--- config.mk ---
export PLATFORM = sky130hd
export DESIGN_NAME = datapath
export DESIGN_NICKNAME = d
export VERILOG_FILES = /design/src/source/mipsPkg.sv /design/src/source/hazardBus_if.sv /design/src/source/fetchUnit.sv /design/src/source/regFile.sv /design/src/source/decodeStage.sv /design/src/source/executeStage.sv /design/src/source/memWriteback.sv /design/src/source/hazardUnit.sv /design/src/source/datapath.sv
export SDC_FILE = /design/constraint.sdc
export NUM_CORES = 2
export LEC_CHECK = 0
export BUFFER_PORTS_ARGS = -buffer_cell sky130_fd_sc_hd__buf_4
export CAP_MARGIN = 10
export CORE_MARGIN = 2
export CORE_UTILIZATION = 48
export CTS_BUF_LIST = sky130_fd_sc_hd__clkbuf_8
export DETAILED_ROUTE_END_ITERATION = 10
export PLACE_DENSITY = 0.64
export SYNTH_ARGS = -nofsm -noshare
export SYNTH_HDL_FRONTEND = slang
export SYNTH_SLANG_ARGS = --single-unit
--- constraint.sdc ---
create_clock -name clk -period 6.8 [get_ports clk]
set_clock_uncertainty 0.15 [all_clocks]
set_input_delay 0.68 -clock clk [delete_from_list [all_inputs] [get_ports clk]]
set_output_delay 0.68 -clock clk [all_outputs]
set_load 0.01 [all_outputs]
--- src/source/mipsPkg.sv ---
package mipsPkg;

    localparam int WORD_W = 32;
    localparam int REG_AW = 5;
    localparam int WEN_W  = 4;

    localparam logic [WORD_W-1:0] RESET_PC = 32'hbfc0_0000;

    typedef logic [WORD_W-1:0] word_t;
    typedef logic [REG_AW-1:0] regIdx_t;

    // primary opcodes
    localparam logic [5:0] OP_RTYPE = 6'h00;
    localparam logic [5:0] OP_ADDIU = 6'h09;
    localparam logic [5:0] OP_ANDI  = 6'h0c;
    localparam logic [5:0] OP_ORI   = 6'h0d;
    localparam logic [5:0] OP_LUI   = 6'h0f;
    localparam logic [5:0] OP_LW    = 6'h23;
    localparam logic [5:0] OP_SW    = 6'h2b;

    // funct field of OP_RTYPE
    localparam logic [5:0] FN_SLL  = 6'h00;
    localparam logic [5:0] FN_ADDU = 6'h21;
    localparam logic [5:0] FN_SUBU = 6'h23;
    localparam logic [5:0] FN_AND  = 6'h24;
    localparam logic [5:0] FN_OR   = 6'h25;
    localparam logic [5:0] FN_XOR  = 6'h26;
    localparam logic [5:0] FN_SLT  = 6'h2a;

    typedef enum logic [3:0] {
        ALU_ADD,
        ALU_SUB,
        ALU_AND,
        ALU_OR,
        ALU_XOR,
        ALU_SLT,
        ALU_SLL,
        ALU_LUI
    } aluOp_e;

    // encoding order matters, stage n sits at index n-1 of the hazard view
    typedef enum logic [2:0] {
        REGFILE,
        FROM_E,
        FROM_M,
        FROM_M2,
        FROM_W
    } fwdSel_e;

    typedef struct packed {
        logic [5:0] op;
        regIdx_t    rs;
        regIdx_t    rt;
        regIdx_t    rd;
        logic [4:0] shamt;
        logic [5:0] funct;
    } rFmt_t;

    typedef struct packed {
        logic [5:0]  op;
        regIdx_t     rs;
        regIdx_t     rt;
        logic [15:0] imm;
    } iFmt_t;

    typedef union packed {
        rFmt_t r;
        iFmt_t i;
    } instr_u;

    // what an in-flight instruction will write back
    typedef struct packed {
        logic    regWrite;
        regIdx_t writeReg;
        logic    isLoad;
    } stageWb_t;

endpackage

--- src/source/hazardBus_if.sv ---
`timescale 1ns/1ps

interface hazardBus_if import mipsPkg::*; ();

    stageWb_t wbE;
    stageWb_t wbM;
    stageWb_t wbM2;
    stageWb_t wbW;

    regIdx_t  rsD;
    regIdx_t  rtD;

    logic     stallF;
    logic     stallD;
    logic     bubbleE;
    logic     freeze;   // cache back-pressure, holds every stage

    fwdSel_e  fwdA;
    fwdSel_e  fwdB;

    modport fetch   (input stallF, freeze);
    modport decode  (output rsD, rtD, input fwdA, fwdB, stallD, bubbleE);
    modport execute (output wbE, input freeze);
    modport memory  (output wbM, wbM2, wbW, input freeze);
    modport hazard  (input wbE, wbM, wbM2, wbW, rsD, rtD,
                     output stallF, stallD, bubbleE, freeze, fwdA, fwdB);

endinterface

--- src/source/fetchUnit.sv ---
`timescale 1ns/1ps

module fetchUnit import mipsPkg::*; (
    input  logic       clk,
    input  logic       arstN_i,
    input  word_t      instrF2_i,
    hazardBus_if.fetch hz,
    output word_t      pcIf1_o,
    output logic       instEn_o,
    output word_t      pcD_o,
    output word_t      instrD_o
);

    word_t pcIf2;
    logic  enIf2;   // IF2 holds a real fetch
    logic  hold;

    // load-use and freeze both keep IF1, IF2 and D where they are
    assign hold = hz.stallF | hz.freeze;

    // ram keeps its last word while disabled, so IF2 stays valid
    assign instEn_o = ~hold;

    always_ff @(posedge clk or negedge arstN_i) begin
        if (!arstN_i) begin
            pcIf1_o  <= RESET_PC;
            enIf2    <= 1'b0;
            instrD_o <= '0;
        end else if (!hold) begin
            pcIf1_o  <= pcIf1_o + 32'd4;
            enIf2    <= instEn_o;
            instrD_o <= instrF2_i & {WORD_W{enIf2}}; // no-op until first fetch lands
        end
    end

    always_ff @(posedge clk) begin
        if (!hold) begin
            pcIf2 <= pcIf1_o;
            pcD_o <= pcIf2;
        end
    end

endmodule

--- src/source/regFile.sv ---
`timescale 1ns/1ps

module regFile import mipsPkg::*; (
    input  logic    clk,
    input  logic    arstN_i,
    input  regIdx_t raddrA_i,
    input  regIdx_t raddrB_i,
    input  regIdx_t waddr_i,
    input  logic    we_i,
    input  word_t   wdata_i,
    output word_t   rdataA_o,
    output word_t   rdataB_o
);

    word_t regs [1:(1 << REG_AW) - 1];  // r0 has no storage

    always_ff @(posedge clk) begin
        if (we_i) begin
            regs[waddr_i] <= wdata_i;
        end
    end

    assign rdataA_o = (raddrA_i == '0) ? '0 : regs[raddrA_i];
    assign rdataB_o = (raddrB_i == '0) ? '0 : regs[raddrB_i];

    // decode drops the write flag for r0 targets, so none reaches here
    weNotR0: assert property (@(posedge clk) disable iff (!arstN_i)
        we_i |-> waddr_i != '0);

endmodule

--- src/source/decodeStage.sv ---
`timescale 1ns/1ps

module decodeStage import mipsPkg::*; (
    input  logic        clk,
    input  logic        arstN_i,
    input  word_t       pcD_i,
    input  word_t       instrD_i,
    input  word_t       aluOutE_i,
    input  word_t       resultM_i,
    input  word_t       resultM2_i,
    input  word_t       resultW_i,
    input  stageWb_t    wbW_i,
    hazardBus_if.decode hz,
    output word_t       srcAE_o,
    output word_t       srcBE_o,
    output word_t       storeDataE_o,
    output aluOp_e      aluOpE_o,
    output logic        isLoadE_o,
    output logic        isStoreE_o,
    output word_t       pcE_o,
    output stageWb_t    wbDE_o
);

    instr_u   ins;
    aluOp_e   aluOp;
    logic     isImm;
    logic     signExt;
    logic     regWrite;
    logic     isLoad;
    logic     isStore;
    logic     useShamt;   // sll takes shamt on the A side
    regIdx_t  dest;
    stageWb_t wbD;
    word_t    rfA;
    word_t    rfB;
    word_t    fwdValA;
    word_t    fwdValB;
    word_t    immExt;
    logic     advE;

    assign ins    = instrD_i;
    assign hz.rsD = ins.r.rs;
    assign hz.rtD = ins.r.rt;

    regFile u_regFile (
        .clk     (clk),
        .arstN_i (arstN_i),
        .raddrA_i(ins.r.rs),
        .raddrB_i(ins.r.rt),
        .waddr_i (wbW_i.writeReg),
        .we_i    (wbW_i.regWrite),
        .wdata_i (resultW_i),
        .rdataA_o(rfA),
        .rdataB_o(rfB)
    );

    always_comb begin
        aluOp    = ALU_ADD;
        isImm    = 1'b1;
        signExt  = 1'b1;
        regWrite = 1'b1;
        isLoad   = 1'b0;
        isStore  = 1'b0;
        useShamt = 1'b0;
        case (ins.i.op)
            OP_RTYPE: begin
                isImm = 1'b0;
                case (ins.r.funct)
                    FN_ADDU: aluOp = ALU_ADD;
                    FN_SUBU: aluOp = ALU_SUB;
                    FN_AND:  aluOp = ALU_AND;
                    FN_OR:   aluOp = ALU_OR;
                    FN_XOR:  aluOp = ALU_XOR;
                    FN_SLT:  aluOp = ALU_SLT;
                    FN_SLL: begin
                        aluOp    = ALU_SLL;
                        useShamt = 1'b1;
                    end
                    default: regWrite = 1'b0;  // unsupported funct retires silently
                endcase
            end
            OP_ADDIU: aluOp = ALU_ADD;
            OP_ANDI: begin
                aluOp   = ALU_AND;
                signExt = 1'b0;
            end
            OP_ORI: begin
                aluOp   = ALU_OR;
                signExt = 1'b0;
            end
            OP_LUI: aluOp = ALU_LUI;
            OP_LW:  isLoad = 1'b1;
            OP_SW: begin
                isStore  = 1'b1;
                regWrite = 1'b0;
            end
            default: regWrite = 1'b0;
        endcase
    end

    assign dest   = (ins.i.op == OP_RTYPE) ? ins.r.rd : ins.i.rt;
    assign immExt = signExt ? {{16{ins.i.imm[15]}}, ins.i.imm} : {16'b0, ins.i.imm};

    // writes to r0 are dropped right here
    assign wbD.regWrite = regWrite && (dest != '0);
    assign wbD.writeReg = dest;
    assign wbD.isLoad   = isLoad;

    function automatic word_t pickFwd(fwdSel_e sel, word_t fromRf);
        case (sel)
            FROM_E:  return aluOutE_i;
            FROM_M:  return resultM_i;
            FROM_M2: return resultM2_i;
            FROM_W:  return resultW_i;
            default: return fromRf;
        endcase
    endfunction

    always_comb begin
        fwdValA = pickFwd(hz.fwdA, rfA);
        fwdValB = pickFwd(hz.fwdB, rfB);
    end

    // D/E loads on a free cycle or takes the load-use bubble
    assign advE = ~hz.stallD | hz.bubbleE;

    always_ff @(posedge clk or negedge arstN_i) begin
        if (!arstN_i) begin
            aluOpE_o   <= ALU_ADD;
            isLoadE_o  <= 1'b0;
            isStoreE_o <= 1'b0;
            wbDE_o     <= '0;
        end else if (advE) begin
            aluOpE_o   <= aluOp;
            isLoadE_o  <= isLoad & ~hz.bubbleE;
            isStoreE_o <= isStore & ~hz.bubbleE;
            wbDE_o     <= hz.bubbleE ? '0 : wbD;
        end
    end

    always_ff @(posedge clk) begin
        if (advE) begin
            srcAE_o      <= useShamt ? {{(WORD_W - 5){1'b0}}, ins.r.shamt} : fwdValA;
            srcBE_o      <= isImm ? immExt : fwdValB;
            storeDataE_o <= fwdValB;
            pcE_o        <= pcD_i;
        end
    end

endmodule

--- src/source/executeStage.sv ---
`timescale 1ns/1ps

module executeStage import mipsPkg::*; (
    input  logic         clk,
    input  logic         arstN_i,
    input  word_t        srcAE_i,
    input  word_t        srcBE_i,
    input  word_t        storeDataE_i,
    input  aluOp_e       aluOpE_i,
    input  logic         isLoadE_i,
    input  logic         isStoreE_i,
    input  word_t        pcE_i,
    input  stageWb_t     wbDE_i,
    hazardBus_if.execute hz,
    output word_t        aluOutE_o,
    output word_t        aluOutM_o,
    output word_t        storeDataM_o,
    output logic         isLoadM_o,
    output logic         isStoreM_o,
    output word_t        pcM_o,
    output stageWb_t     wbM_o
);

    always_comb begin
        case (aluOpE_i)
            ALU_ADD: aluOutE_o = srcAE_i + srcBE_i;
            ALU_SUB: aluOutE_o = srcAE_i - srcBE_i;
            ALU_AND: aluOutE_o = srcAE_i & srcBE_i;
            ALU_OR:  aluOutE_o = srcAE_i | srcBE_i;
            ALU_XOR: aluOutE_o = srcAE_i ^ srcBE_i;
            ALU_SLT: aluOutE_o = {{(WORD_W - 1){1'b0}}, $signed(srcAE_i) < $signed(srcBE_i)};
            ALU_SLL: aluOutE_o = srcBE_i << srcAE_i[4:0];  // shamt arrives on A
            ALU_LUI: aluOutE_o = {srcBE_i[15:0], 16'b0};
            default: aluOutE_o = '0;
        endcase
    end

    assign hz.wbE = wbDE_i;

    always_ff @(posedge clk or negedge arstN_i) begin
        if (!arstN_i) begin
            isLoadM_o  <= 1'b0;
            isStoreM_o <= 1'b0;
            wbM_o      <= '0;
        end else if (!hz.freeze) begin
            isLoadM_o  <= isLoadE_i;
            isStoreM_o <= isStoreE_i;
            wbM_o      <= wbDE_i;
        end
    end

    always_ff @(posedge clk) begin
        if (!hz.freeze) begin
            aluOutM_o    <= aluOutE_o;
            storeDataM_o <= storeDataE_i;
            pcM_o        <= pcE_i;
        end
    end

endmodule

--- src/source/memWriteback.sv ---
`timescale 1ns/1ps

module memWriteback import mipsPkg::*; (
    input  logic           clk,
    input  logic           arstN_i,
    input  word_t          aluOutM_i,
    input  word_t          storeDataM_i,
    input  logic           isLoadM_i,
    input  logic           isStoreM_i,
    input  word_t          pcM_i,
    input  stageWb_t       wbM_i,
    input  word_t          memRdataM2_i,
    hazardBus_if.memory    hz,
    output logic           memEn_o,
    output word_t          memAddr_o,
    output logic [3:0]     memWriteSel_o,
    output word_t          memWdata_o,
    output word_t          resultM_o,
    output word_t          resultM2_o,
    output word_t          resultW_o,
    output stageWb_t       wbW_o,
    output word_t          debugWbPc_o,
    output logic [WEN_W-1:0] debugWbRfWen_o,
    output regIdx_t        debugWbRfWnum_o,
    output word_t          debugWbRfWdata_o
);

    stageWb_t wbM2;
    logic     isLoadM2;
    word_t    aluOutM2;
    word_t    pcM2;

    // data ram request, word access only
    assign memEn_o       = isLoadM_i | isStoreM_i;
    assign memAddr_o     = aluOutM_i;
    assign memWriteSel_o = {4{isStoreM_i}};
    assign memWdata_o    = storeDataM_i;

    assign resultM_o  = aluOutM_i;  // loads never forward from M, hazard stalls them
    assign resultM2_o = isLoadM2 ? memRdataM2_i : aluOutM2;

    assign hz.wbM  = wbM_i;
    assign hz.wbM2 = wbM2;
    assign hz.wbW  = wbW_o;

    always_ff @(posedge clk or negedge arstN_i) begin
        if (!arstN_i) begin
            wbM2     <= '0;
            isLoadM2 <= 1'b0;
            wbW_o    <= '0;
        end else if (!hz.freeze) begin
            wbM2     <= wbM_i;
            isLoadM2 <= isLoadM_i;
            wbW_o    <= wbM2;
        end
    end

    always_ff @(posedge clk) begin
        if (!hz.freeze) begin
            aluOutM2    <= aluOutM_i;
            pcM2        <= pcM_i;
            resultW_o   <= resultM2_o;
            debugWbPc_o <= pcM2;
        end
    end

    // W is reported once, in the cycle it finally moves on
    assign debugWbRfWen_o   = {WEN_W{wbW_o.regWrite & ~hz.freeze}};
    assign debugWbRfWnum_o  = wbW_o.writeReg;
    assign debugWbRfWdata_o = resultW_o;

endmodule

--- src/source/hazardUnit.sv ---
`timescale 1ns/1ps

module hazardUnit import mipsPkg::*; (
    input  logic        clk,
    input  logic        arstN_i,
    input  logic        iCacheStall_i,
    input  logic        dCacheStall_i,
    hazardBus_if.hazard hz
);

    stageWb_t inFlight [4];   // E, M, M2, W
    logic     loadUse;

    assign inFlight[0] = hz.wbE;
    assign inFlight[1] = hz.wbM;
    assign inFlight[2] = hz.wbM2;
    assign inFlight[3] = hz.wbW;

    // r0 never matches, decode already cleared regWrite for it
    function automatic logic hits(stageWb_t wb, regIdx_t r);
        return wb.regWrite && (wb.writeReg == r);
    endfunction

    function automatic logic loadHit(stageWb_t wb, regIdx_t rs, regIdx_t rt);
        return wb.isLoad && (hits(wb, rs) || hits(wb, rt));
    endfunction

    // walk from W toward E so the nearest producer wins
    function automatic fwdSel_e nearest(regIdx_t r);
        fwdSel_e sel;
        sel = REGFILE;
        for (int s = 3; s >= 0; s--) begin
            if (hits(inFlight[s], r)) begin
                sel = fwdSel_e'(s + 1);
            end
        end
        return sel;
    endfunction

    // load data shows up in M2 only
    assign loadUse = loadHit(hz.wbE, hz.rsD, hz.rtD) | loadHit(hz.wbM, hz.rsD, hz.rtD);

    assign hz.freeze  = iCacheStall_i | dCacheStall_i;
    assign hz.stallF  = loadUse;
    assign hz.stallD  = loadUse | hz.freeze;
    assign hz.bubbleE = loadUse & ~hz.freeze;  // a frozen E simply holds

    always_comb begin
        hz.fwdA = nearest(hz.rsD);
        hz.fwdB = nearest(hz.rtD);
    end

    // bubble lands in E on the next edge as a non-writing slot
    bubbleIntoE: assert property (@(posedge clk) disable iff (!arstN_i)
        hz.bubbleE |=> !hz.wbE.regWrite);

    property fwdTargetNonZero(fwdSel_e sel);
        @(posedge clk) disable iff (!arstN_i)
        sel != REGFILE |-> inFlight[sel - 1].writeReg != '0;
    endproperty

    fwdANotR0: assert property (fwdTargetNonZero(hz.fwdA));
    fwdBNotR0: assert property (fwdTargetNonZero(hz.fwdB));

endmodule

--- src/source/datapath.sv ---
`timescale 1ns/1ps

module datapath import mipsPkg::*; (
    input  logic             clk,
    input  logic             arstN_i,
    // instruction ram
    output word_t            pcIf1_o,
    output logic             instEn_o,
    input  word_t            instrF2_i,
    input  logic             iCacheStall_i,
    // data ram
    output logic             memEn_o,
    output word_t            memAddr_o,
    input  word_t            memRdataM2_i,
    output logic [3:0]       memWriteSel_o,
    output word_t            memWdata_o,
    input  logic             dCacheStall_i,
    // debug writeback
    output word_t            debugWbPc_o,
    output logic [WEN_W-1:0] debugWbRfWen_o,
    output regIdx_t          debugWbRfWnum_o,
    output word_t            debugWbRfWdata_o
);

    hazardBus_if hz ();

    word_t    pcD;
    word_t    instrD;
    word_t    srcAE;
    word_t    srcBE;
    word_t    storeDataE;
    aluOp_e   aluOpE;
    logic     isLoadE;
    logic     isStoreE;
    word_t    pcE;
    stageWb_t wbDE;
    word_t    aluOutE;
    word_t    aluOutM;
    word_t    storeDataM;
    logic     isLoadM;
    logic     isStoreM;
    word_t    pcM;
    stageWb_t wbM;
    word_t    resultM;
    word_t    resultM2;
    word_t    resultW;
    stageWb_t wbW;

    fetchUnit u_fetchUnit (
        .clk      (clk),
        .arstN_i  (arstN_i),
        .instrF2_i(instrF2_i),
        .hz       (hz.fetch),
        .pcIf1_o  (pcIf1_o),
        .instEn_o (instEn_o),
        .pcD_o    (pcD),
        .instrD_o (instrD)
    );

    decodeStage u_decodeStage (
        .clk         (clk),
        .arstN_i     (arstN_i),
        .pcD_i       (pcD),
        .instrD_i    (instrD),
        .aluOutE_i   (aluOutE),
        .resultM_i   (resultM),
        .resultM2_i  (resultM2),
        .resultW_i   (resultW),
        .wbW_i       (wbW),
        .hz          (hz.decode),
        .srcAE_o     (srcAE),
        .srcBE_o     (srcBE),
        .storeDataE_o(storeDataE),
        .aluOpE_o    (aluOpE),
        .isLoadE_o   (isLoadE),
        .isStoreE_o  (isStoreE),
        .pcE_o       (pcE),
        .wbDE_o      (wbDE)
    );

    executeStage u_executeStage (
        .clk         (clk),
        .arstN_i     (arstN_i),
        .srcAE_i     (srcAE),
        .srcBE_i     (srcBE),
        .storeDataE_i(storeDataE),
        .aluOpE_i    (aluOpE),
        .isLoadE_i   (isLoadE),
        .isStoreE_i  (isStoreE),
        .pcE_i       (pcE),
        .wbDE_i      (wbDE),
        .hz          (hz.execute),
        .aluOutE_o   (aluOutE),
        .aluOutM_o   (aluOutM),
        .storeDataM_o(storeDataM),
        .isLoadM_o   (isLoadM),
        .isStoreM_o  (isStoreM),
        .pcM_o       (pcM),
        .wbM_o       (wbM)
    );

    memWriteback u_memWriteback (
        .clk             (clk),
        .arstN_i         (arstN_i),
        .aluOutM_i       (aluOutM),
        .storeDataM_i    (storeDataM),
        .isLoadM_i       (isLoadM),
        .isStoreM_i      (isStoreM),
        .pcM_i           (pcM),
        .wbM_i           (wbM),
        .memRdataM2_i    (memRdataM2_i),
        .hz              (hz.memory),
        .memEn_o         (memEn_o),
        .memAddr_o       (memAddr_o),
        .memWriteSel_o   (memWriteSel_o),
        .memWdata_o      (memWdata_o),
        .resultM_o       (resultM),
        .resultM2_o      (resultM2),
        .resultW_o       (resultW),
        .wbW_o           (wbW),
        .debugWbPc_o     (debugWbPc_o),
        .debugWbRfWen_o  (debugWbRfWen_o),
        .debugWbRfWnum_o (debugWbRfWnum_o),
        .debugWbRfWdata_o(debugWbRfWdata_o)
    );

    hazardUnit u_hazardUnit (
        .clk          (clk),
        .arstN_i      (arstN_i),
        .iCacheStall_i(iCacheStall_i),
        .dCacheStall_i(dCacheStall_i),
        .hz           (hz.hazard)
    );

endmodule

Word level (Yosys, flattened, before mapping)
Memories as Yosys holds them, arrays and structs flattened. Cells that the tools add are included.

Register bits after elaboration: 516. RAM bits: 992. Logic and storage cells: 141. Memories kept: 1.

Memories: u_decodeStage.u_regFile.regs (depth 31, bits a word 32, read ports 2, clocked after Yosys merged registers in 0, write ports 1, RTL line regFile.sv:15) `word_t regs [1:(1 << REG_AW) - 1];`.

$add $sub $neg: 3. Magnitude comparators: 1. Equal/unequal tests: 35. Shift-type cells: 1. Mux-type cells: 29. Bitwise operators: 16. Reduce and logical (&&, ||, !) cells: 22.

Operators by type and width (count): case mux 32 bit (4 select lines) (2); case mux 32 bit (8 select lines) (1); 2-to-1 mux 32 bit (5); AND 32 bit (2); == test 6 bit, second input constant (8); == test 5 bit (8); adder 32 x 3 -> 32 bit, second input constant (1); adder 32 bit (1); less-than comparator 32 bit (1); OR 32 bit (1); << shifter 32 x 5 -> 32 bit (1); subtractor 32 bit (1); bitwise XOR 32 bit (1); == test 6 x 4 -> 1 bit, second input constant (4); 2-to-1 mux 3 bit (8); case mux 3 bit (6 select lines) (1); == test 4 x 3 -> 1 bit, second input constant (4); case mux 4 bit (4 select lines) (1); == test 3 x 2 -> 1 bit, second input constant (4); zero test 6 bit (2); logical AND 1 bit (11); zero test 5 bit (2); 2-to-1 mux 5 bit (2); == test 4 x 2 -> 1 bit, second input constant (2); other kinds (15) (33).

Longest topological paths before layout
Word-level depth: 9. Gate-level depth with buffers: 16.

Hierarchy
A second synthesis with hierarchy kept.

Cells, all modules: 5189. Area total of the unflattened synthesis: 75496.2 µm².

By module, submodules not included: regFile (times used 1, cells an instance 2601, area each 46498.3 µm²); executeStage (times used 1, cells an instance 1141, area each 9934.5 µm²); decodeStage (times used 1, cells an instance 699, area each 7856.3 µm²); memWriteback (times used 1, cells an instance 353, area each 6153.4 µm²); fetchUnit (times used 1, cells an instance 320, area each 4476.8 µm²); hazardUnit (times used 1, cells an instance 75, area each 576.8 µm²).

Least setup slack after synthesis
No wires, ideal clock.

Path type: in2reg. Start point: in dCacheStall_i. End point: reg u_executeStage.aluOutM_o[0] (enable). Library setup time: 568 ps. Data arrival time: 5478 ps. Data required time: 6082 ps. Slack: 603 ps. Stages: 4. Path buffers: 2. Path through: or2_2 > clkbuf_1 > clkbuf_1 > inv_1.

Longest elaborated chain between the ends: 1.

RTL lines: start: declaration (RTL line datapath.sv:17) `input logic dCacheStall_i,`; OR 1 bit (RTL line hazardUnit.sv:43) `assign hz.freeze = iCacheStall_i | dCacheStall_i;`; end signal: assignment (RTL line executeStage.sv:54) `aluOutM_o <= aluOutE_o;`; end: declaration (RTL line executeStage.sv:16) `output word_t aluOutM_o,`.

No other way between the ends. A chain may end at the register's enable or synchronous reset.

Worst setup path in the final report
Start point: reg u_fetchUnit.instrD_o[16]. End point: out instEn_o.

Longest elaborated chain between the ends: 7. Elaborated cells between the ends (all ways): 11.

RTL lines: start: declaration (RTL line fetchUnit.sv:11) `output word_t instrD_o`; start signal: assignment (RTL line fetchUnit.sv:32) `instrD_o <= instrF2_i & {WORD_W{enIf2}};`; == test 5 bit (RTL line hazardUnit.sv:21) `return wb.regWrite && (wb.writeReg == r);`; logical AND 1 bit (RTL line hazardUnit.sv:21); logical OR 1 bit (RTL line hazardUnit.sv:25) `return wb.isLoad && (hits(wb, rs) || hits(wb, rt));`; logical AND 1 bit (RTL line hazardUnit.sv:25); OR 1 bit * (RTL line hazardUnit.sv:41) `assign loadUse = loadHit(hz.wbE, hz.rsD, hz.rtD) | loadHit(hz.wbM, hz.rsD, hz.rtD);`; OR 1 bit * (RTL line fetchUnit.sv:19) `assign hold = hz.stallF | hz.freeze;`; inverter 1 bit * (RTL line fetchUnit.sv:22) `assign instEn_o = ~hold;`; end: declaration (RTL line datapath.sv:8) `output logic instEn_o,`.

Mark *: on every way between the ends. The rest lies on a longest branch, timed or not.

==> metrics.md <==
| Metric | Value |
|---|---|
| Result of the run | finished clean |
| Worst path arrival time | 4.75 ns |
| Residual DRC count | 0 |
| Cell taking the most area after synthesis | edfxtp_1 |
| Commonest register cell after synthesis | edfxtp_1 |
| Fraction of power consumed by combinational cells | 20.9% |
| Worst Max-Slew Pin Slew | 1.235 ns |
| Non-filler cells, final | 7,209 |
| Worst-case headroom to the max-slew limit | 17.27% |
| Number of synthesized flops with an enable pin | 1,396 |
| Final count of pins violating max slew | 0 |
| Number of global-route vias before repair | 45,980 |
| PortBufs | 238 |
| Number of primary I/O pins | 243 |
| Critical path's largest stage delay | 0.99 ns |
| Insertion delay to the later sink of the worst-skew pair | 1.01 ns |
| Part of the total power dissipated in sequential elements | 46.4% |
| Routability congestion estimate from global placement | 1.020 |
| Wire length per cell after detailed routing | 32.95 µm |
| Synth Register Bits | 1,491 |
| H-Tree Level Count | 4 |
| Initial standard-cell utilization of the core | 48.48% |
| Average instance area after synthesis | 15.59 µm² |
| Share of the synthesized area in the top cell type | 57.53% |
| Power Dens Cells | 283.8 nW/µm² |
| Final worst-path setup slack | 1.222 ns |
| Sequential cell area fraction in the yosys report | 60.81% |
| Post-synthesis instance area | 72,860 µm² |
| Fin nets | 5,165 |
| Number of nets still failing antenna checks after routing | 0 |
| Count of instances resized after the clock tree is built | 0 |
| Final number of setup-violating endpoints | 0 |
| Via density per instance | 6.555 |
| X dimension of the die | 393.6 µm |
| Most frequent cell after synthesis | edfxtp_1 |
| Number of cells in the design after placement | 6,709 |
| Area overhead of the layout relative to synthesis | 12.92% |
| Fin crit share | 82.02% |
| Clock network fraction of total power | 32.7% |
| Sw power | 7163 µW |
| Maxcap violations | 0 |
| Required time at the endpoint of the critical path | 5.97 ns |
| Class of the most critical hold timing path | in -> reg |
| CTS buffer count | 235 |
| Std-Cell Core Area | 150,300 µm² |
| Number of placement rows | 142 |
| Height of the die | 393.6 µm |
| Count of warnings emitted by yosys | 0 |
| Top cells by count, synth | edfxtp_1, mux4_2, nand2_1 |
| Initial DRC Count | 6,570 |
| GR Overflow Total | 0 |
| Pre-antenna DRT Iters | 10 |
| Crit path launch type | flip-flop |
| Number of sinks driven by the clock tree | 1,491 |
| Unique cell type count in the Yosys netlist | 106 |
| F_max | 0.1793 GHz |
| Global-route wire length before repair | 337.1 mm |
| Largest fanout on the critical path | 83 |
| Static Leak | 0.02833 µW |
| Clock buffer depth | 3 |
| CTS tree | done |
| Final total power | 23,350 µW |
| Number of antenna violations at the first check in global routing | 8 |
| Worst path slowest cell | dfrtp_4 |
| TNS Setup | 0 ns |
| Final HPWL DP | 152.8 mm |
| Area contributors post-synth | edfxtp_1, mux4_2, mux2i_1, dfrtp_1, ha_1 |
| Share of cells above drive strength 1 | 25.99% |
| Hold_buf cts | 64 |
| Count of endpoints failing hold in the final timing report | 0 |
| Sw frac | 30.67% |
| Time the final worst path needs with I/O delays and setup | 5.578 ns |
| Worst supply voltage drop on vdd | 0.0002339 V |
| Class of the most critical setup path | reg -> out |
| Root buffer cell | clkbuf_8 |
| Internal power contribution | 16,190 µW |
| Reg clk slew, reported paths | 0.07 ns |
| Proportion of register bits with asynchronous set or reset after synthesis | 6.372% |
| Full die area | 154,900 µm² |
| Crit. End Element | primary output |
| Buffers inserted during post-CTS setup optimization | 0 |
| Cell repeated most along the worst path | buf_4 |
| Routed Wire Length | 237.5 mm |
| Via count | 47,260 |
| Maximum number of pins on one net before global-route repair | 131 |
| Global-route total usage across every layer | 30.30% |
| Number of instances in the synthesized netlist | 4,673 |
| List of cells traversed by the critical path | xor2_1, nor4_1, and3_1, buf_4, o21ai_1, nand3_4, buf_4, inv_2, buf_4 |
| Placement Setup Slack | 1.796 ns |
| RSZ-0062 raised after global routing | false |
-- cell type report --
cell class	count	area [µm²]
diodes	3	7.507
clock inverters	192	1384
fillers	12140	68030
repair buffers	435	3591
flip-flops and latches	1491	44340
inverters	135	521.8
clock buffers	239	3289
multi-input cells	2698	26620
well taps	2016	2522
-- state kept, by name, indices dropped and copies added, names as in the netlist, 32 cells and up --
register                         flops
u_decodeStage.u_regFile.regs       992
u_decodeStage.srcAE_o               32
u_decodeStage.srcBE_o               32
u_decodeStage.storeDataE_o          32
u_executeStage.aluOutM_o            32
u_executeStage.storeDataM_o         32
u_fetchUnit.instrD_o                32
u_memWriteback.aluOutM2             32
u_memWriteback.debugWbRfWdata_o     32
-- power by group through the flow --
| stage | clock network, µW | logic, µW | registers (µW) |
|---|---|---|---|
| 3_3_place_gp | 0 | 4760 | 11000 |
| 3_5_place_dp | 0 | 4750 | 11000 |
| 5_1_grt | 8170 | 5140 | 10900 |
| 4_1_cts | 7760 | 4800 | 10800 |
| 6_report | 7640 | 4880 | 10800 |
| 2_1_floorplan | 0 | 3160 | 10800 |
-- final timing paths --
kind                                     startpoint                                  end  slack (ns)  depth (start not counted)
min in group asynchronous                   arstN_i              u_fetchUnit.pcIf1_o[26]        0.15                          2
min                                memRdataM2_i[12]  u_memWriteback.debugWbRfWdata_o[12]        0.13                          3
max                        u_fetchUnit.instrD_o[16]                             instEn_o        1.22                          9
max in group asynchronous                   arstN_i            u_decodeStage.aluOpE_o[0]        4.77                          3
min reg2reg                    u_fetchUnit.pcIf2[6]                 u_fetchUnit.pcD_o[6]        0.26                          0
max reg2reg                u_decodeStage.srcAE_o[0]             u_decodeStage.srcBE_o[0]        1.65                         13
-- routing by layer --
layer	vias to the layer above	wire length (µm)	global-route usage, %
met4	4	9830	12.16
met3	483	22390	5.758
met2	2740	114900	49.01
met1	24460	90330	40.66
li1	19570	-	-
met5	-	27	0
-- worst max-delay path, delay by kind of cell, from the launching register on --
family	cells	cell delay, ns
AND/OR/NAND/NOR	3	0.70
flip-flops	1	0.99
AO/OA/AOI/OAI	1	0.20
XOR/XNOR	1	0.13
buffers and inverters	4	1.66
-- cell usage in the layout (no fill, tap or decap), types with 40 or more instances in the layout --
cell           instances
edfxtp_1            1396
mux4_2               507
buf_4                359
nand2_1              299
mux2i_1              257
clkbuf_8             239
a21oi_1              218
nor2_1               192
inv_1                187
o21ai_0              173
ha_1                  99
nand3_1               75
dfrtp_1               74
a221oi_1              68
dlygate4sd3_1         64
o21ai_1               62
clkinv_1              62
a22oi_1               59
a222oi_1              55
xnor2_1               45
mux2_2                43
xor2_1                42
clkinv_2              40
-- stage by stage --
stage	hold slack (ns)	utilization (%)	instance area, µm²
finish	0.1304	54.74	82280
global placement	0.2510	51.16	76900
floorplan	0.2344	-	72870
CTS	0.006774	54.70	82220
global route	0.08683	54.74	82280
detailed placement	0.2545	51.16	76900
-- kinds of logic (layout without fill, tap and decap cells) --
family / Yosys count / in the layout / share of synthesized area (%)
fa+ha+maj: 101 / 101 / 1.755
xor+xnor: 87 / 87 / 1.046
buf+inv: 487 / 1001 / 3.103
mux: 809 / 809 / 19.90
flops: 1491 / 1491 / 60.81
compound gates: 902 / 902 / 8.397
other cells: 1 / 7 / 0.005147
simple gates: 795 / 795 / 4.982
Power figures use the tool's default switching activity.
